[src/rtl/cache_settings.svh]
// Word, address, cache depth, memory depth and memory latency settings for the cache subsystem.
`ifndef CACHE_SETTINGS_SVH
`define CACHE_SETTINGS_SVH

// ----------------------------------------
// Bus widths
// ----------------------------------------

// Data word width in bits.
`define CACHE_WORD_W 32

// Word address width. All addresses count words, not bytes.
`define CACHE_ADDR_W 10

// ----------------------------------------
// Cache and memory sizes
// ----------------------------------------

// Lines per cache, one word each. Must be a power of two.
`define CACHE_LINES 16

// Main memory depth in words.
`define MEM_WORDS 1024

// Cycles main memory holds busy before an access completes.
`define MEM_LATENCY 4

`endif

[src/rtl/cache_pkg.sv]
// Bus request and response structs, address field types and the cache address union.
`include "cache_settings.svh"

package cache_pkg;

    // ----------------------------------------
    // Basic field types
    // ----------------------------------------

    typedef logic [`CACHE_WORD_W-1:0] word_t;
    typedef logic [`CACHE_ADDR_W-1:0] addr_t;

    // The index selects a line and the tag keeps the rest of the address.
    typedef logic [$clog2(`CACHE_LINES)-1:0] index_t;
    typedef logic [`CACHE_ADDR_W-$clog2(`CACHE_LINES)-1:0] tag_t;

    // ----------------------------------------
    // Bus types
    // ----------------------------------------

    // Request side. Only one of ren and wen may be high.
    typedef struct packed {
        logic  ren;
        logic  wen;
        addr_t addr;
        word_t wdata;
    } bus_req_t;

    // Response side. rdata is valid when busy is low under a read.
    typedef struct packed {
        logic  busy;
        word_t rdata;
    } bus_rsp_t;

    // Cache view of an address, tag in the upper bits.
    typedef struct packed {
        tag_t   tag;
        index_t index;
    } cache_field_t;

    // The same address word seen flat by memory and split by the cache.
    typedef union packed {
        addr_t        word_addr;
        cache_field_t fields;
    } cache_addr_t;

endpackage

[src/rtl/mem_arbiter.sv]
// Fixed-priority arbiter joining the instruction and data cache memory buses onto one memory bus.
`timescale 1ns/100ps

module mem_arbiter (
    input  logic                CLK,
    input  logic                reset,
    input  cache_pkg::bus_req_t imem_req,
    input  cache_pkg::bus_req_t dmem_req,
    output cache_pkg::bus_rsp_t imem_rsp,
    output cache_pkg::bus_rsp_t dmem_rsp,
    output cache_pkg::bus_req_t mem_req,
    input  cache_pkg::bus_rsp_t mem_rsp
);
    import cache_pkg::*;

    logic granted;   // An access is in progress on memory.
    logic owner_d;   // Set while the data cache owns that access.
    logic i_act;
    logic d_act;
    logic sel_d;

    assign i_act = imem_req.ren | imem_req.wen;
    assign d_act = dmem_req.ren | dmem_req.wen;

    // The data cache wins a tie. A held grant overrides the priority.
    assign sel_d = granted ? owner_d : d_act;

    // ----------------------------------------
    // Request and response routing
    // ----------------------------------------

    always_comb begin
        mem_req        = sel_d ? dmem_req : imem_req;
        imem_rsp.rdata = mem_rsp.rdata;
        dmem_rsp.rdata = mem_rsp.rdata;

        // The cache that is not served stalls on its own request.
        imem_rsp.busy = sel_d ? i_act : mem_rsp.busy;
        dmem_rsp.busy = sel_d ? mem_rsp.busy : d_act;
    end

    // ----------------------------------------
    // Grant register
    // ----------------------------------------

    always_ff @(posedge CLK) begin
        if (reset) begin
            granted <= 1'b0;
            owner_d <= 1'b0;
        end else if (!granted) begin
            if ((i_act | d_act) && mem_rsp.busy) begin
                granted <= 1'b1;
                owner_d <= sel_d;
            end
        end else if (!mem_rsp.busy) begin
            granted <= 1'b0;  // The served access completed.
        end
    end

endmodule

[config.mk]
export PLATFORM = sky130hd
export DESIGN_NAME = mem_arbiter
export DESIGN_NICKNAME = d
export VERILOG_FILES = /design/src/rtl/cache_pkg.sv /design/src/rtl/mem_arbiter.sv
export VERILOG_INCLUDE_DIRS = /design/src /design/src/rtl
export SDC_FILE = /design/constraint.sdc
export NUM_CORES = 1
export LEC_CHECK = 0
export BUFFER_PORTS_ARGS = -buffer_cell sky130_fd_sc_hd__buf_4
export CAP_MARGIN = 20
export CELL_PAD_IN_SITES_DETAIL_PLACEMENT = 0
export CELL_PAD_IN_SITES_GLOBAL_PLACEMENT = 1
export CORE_MARGIN = 8
export CORE_UTILIZATION = 15
export DETAILED_ROUTE_END_ITERATION = 12
export PLACE_DENSITY_LB_ADDON = 0.1
export REMOVE_ABC_BUFFERS = 1
export SLEW_MARGIN = 20
export SYNTH_ARGS = -nofsm -noshare
export SYNTH_HDL_FRONTEND = slang
export SYNTH_SLANG_ARGS = --single-unit
[constraint.sdc]
create_clock -name CLK -period 2.55 [get_ports CLK]
set_input_delay 0.1275 -clock CLK [delete_from_list [all_inputs] [get_ports CLK]]
set_output_delay 0.1275 -clock CLK [all_outputs]
set_load 0.02 [all_outputs]
==> flow_metrics.env <==
export IMPL_outcome="completed"
export IMPL_synth_edff_count=0
export IMPL_ir_drop_mv=0.184
export IMPL_yosysSeqAreaShare_pct=3.42
export IMPL_ys_dominant_reg_cell="dfxtp_1"
export IMPL_maxSlewHeadroom_pct=77.5
export IMPL_synthAdderAreaFrac_pct=0
export IMPL_rrSetupSlack_ns=1.54
export IMPL_cts_resized=0
export IMPL_routed_wl_um=8730
export IMPL_worst_pin_slew_ns=0.337
export IMPL_hold_start="reset"
export IMPL_synth_top_family_by_area="buffers and inverters"
export IMPL_cp_max_fo=43
export IMPL_nNetsFinal=326
export IMPL_p_leak_uw=0.000906
export IMPL_pwr_density_cell_nw_per_um2=331
export IMPL_power_uw=611
export IMPL_slew_viol_final=0
export IMPL_fmaxAchievable_mhz=513
export IMPL_port_buffers=136
export IMPL_rows=32
export IMPL_async_reset_ff_share_pct=0
export IMPL_first_iter_violations=35
export IMPL_grt_pass1_vias=1309
export IMPL_vias_per_cell=4.08
export IMPL_grtUsageTotal_pct=14.9
export IMPL_cp_data_required_time_ns=2.42
export IMPL_syn2layout_area_growth_pct=58.1
export IMPL_grt_pass1_wl_um=11300
export IMPL_crit_chain="nand2b_2 > o31ai_4 > buf_12 > mux2_2 > buf_4"
export IMPL_slowest_stage="dfxtp_1"
export IMPL_coreArea_sq_um=7650
export IMPL_io_pins=233
export IMPL_post_place_ws_ns=0.818
export IMPL_clk_pin_slew_ns=0.03
export IMPL_hpwl_um=7980
export IMPL_gp_congestion=0.868
export IMPL_finalNonFillerCells=303
export IMPL_numCtsBuffers=3
export IMPL_die_w_um=104
export IMPL_hold_viol=0
export IMPL_cts_tree="yes"
export IMPL_syn_inst=130
export IMPL_die_h_um=104
export IMPL_drive_gt1_share_pct=91.0
export IMPL_criticalPathCategory="reg2out"
export IMPL_first_pass_iters=4
export IMPL_rsz0062_at_grt="no"
export IMPL_clockRootBuffer="clkbuf_8"
export IMPL_critPathLaunch="granted"
export IMPL_synth_simple_area_share_pct=1.82
export IMPL_grt_overflow=0
export IMPL_yosysMostFrequentCell="buf_4"
export IMPL_synth_xor_area_share_pct=0
export IMPL_htree_num_levels=1
export IMPL_cts_sinks=2
export IMPL_cp_start_kind="flip-flop"
export IMPL_synth_area_sq_um=1170
export IMPL_fin_crit_ns=1.95
export IMPL_drc=0
export IMPL_yosysUniqueCellTypes=19
export IMPL_yosys_warnings=0
export IMPL_fin_hold_ws_ns=0.108
export IMPL_synth_compound_area_share_pct=7.49
export IMPL_insertion_delay_ns=0.21
export IMPL_placed_cells=300
export IMPL_antenna_found_initial=0
export IMPL_crit_arrival_ns=1.82
export IMPL_synthTopCellsByArea="buf_4, mux2_2, buf_6, dfxtp_1, mux2_1"
export IMPL_clock_skew_ns=0.00299
export IMPL_cts_setup_buffers=0
export IMPL_die_area_sq_um=10900
export IMPL_setup_tns_final_ns=0
export IMPL_synth_seq_cells=2
export IMPL_post_route_period_util_pct=76.4
export IMPL_critical_path_max_stage_delay_ns=0.51
export IMPL_holdBufCountCts=0
export IMPL_drtAntennaViolNets=0
export IMPL_hp_class="in2reg"
export IMPL_synthTopCellsByCount="buf_4, mux2_2, buf_6"
export IMPL_max_cap_violations=0
export IMPL_setup_viol=0
export IMPL_yosysTopAreaCell="buf_4"
export IMPL_grt_max_degree=44
export IMPL_wl_per_cell_um=28.8
export IMPL_final_fill_count=831
export IMPL_antenna_cells=0
export IMPL_avgSynthCellArea_sq_um=9.00
export IMPL_synth_top_area_share_pct=41.1
export IMPL_end_kind="primary output"
export IMPL_final_setup_worst_slack_ns=0.601
export IMPL_clockBufferDepth=2
export IMPL_vias=1236
export IMPL_rr_startpoint="granted"
export IMPL_synthMuxAreaShare_pct=41.3
export IMPL_initial_core_util_pct=15.3
-- logic make-up (layout without fill, tap and decap cells) --
| family | count (synthesis) | in the layout |
|---|---|---|
| AO/OA/AOI/OAI | 10 | 10 |
| buffers and inverters | 71 | 142 |
| flip-flops | 2 | 2 |
| multiplexers | 43 | 43 |
| AND/OR/NAND/NOR | 4 | 4 |
-- registers in the layout, summed over array words and instances (netlist names) --
| signal | count |
|---|---|
| owner_d | 1 |
| granted | 1 |
-- path summary, 6_finish.rpt --
kind	end	cells after the start
hold reg to reg	owner_d	2
hold / removal	granted	2
setup / recovery	mem_req[17]	5
setup reg to reg	owner_d	2
-- critical path: cells and delay by family (launching register included) --
| family | cells | cell delay (ns) |
|---|---|---|
| mux | 1 | 0.37 |
| flops | 1 | 0.51 |
| buf+inv | 2 | 0.44 |
| simple gates | 1 | 0.18 |
| compound gates | 1 | 0.10 |
-- through the flow --
step,area (sq um),util (%)
floorplan,639,-
global placement,1810,23.6
detailed placement,1810,23.6
CTS,1850,24.2
global route,1850,24.2
finish,1850,24.2
-- power breakdown --
part / leakage (uW) / internal (uW) / switching (uW)
combinational: 0.000867 / 253 / 197
clock: 0.0000216 / 99.7 / 24.0
sequential: 0.0000166 / 33.9 / 3.40
total: 0.000906 / 387 / 225
-- layer usage --
layer	wire (um)	vias up	global-route usage [%]	share of wire (%)
li1	-	525	-	-
met2	4230	143	24.9	48
met4	4	4	0.931	0.046
met5	75	-	6.67	0.86
met1	2740	560	13.1	31
met3	1690	4	14.0	19
-- placed cells by master, fill, tap and decap left out --
cell type	synthesis	routed
mux2_1	2	2
a22o_1	2	2
nor3_1	1	1
dfxtp_1	2	2
mux2i_1	1	1
inv_1	2	2
nand2b_2	1	1
a31o_2	1	1
a211oi_1	1	1
o21ai_0	2	2
o31ai_4	1	1
mux2_2	40	40
a21oi_1	1	1
o41ai_1	1	1
buf_12	0	1
buf_4	64	136
o311ai_0	1	1
nor2_1	2	2
clkbuf_8	0	3
-- layout make-up --
cell class / count / area, sq um / share of cell area [%]
Clock buffer: 3 / 41.3 / 2.23
Inverter: 2 / 7.51 / 0.406
Timing Repair Buffer: 137 / 1040 / 56.3
Sequential cell: 2 / 40.0 / 2.17
Tap cell: 102 / 128 / 6.90
Multi-Input combinational cell: 57 / 592 / 32.0
(Power assumes the default switching activity.)
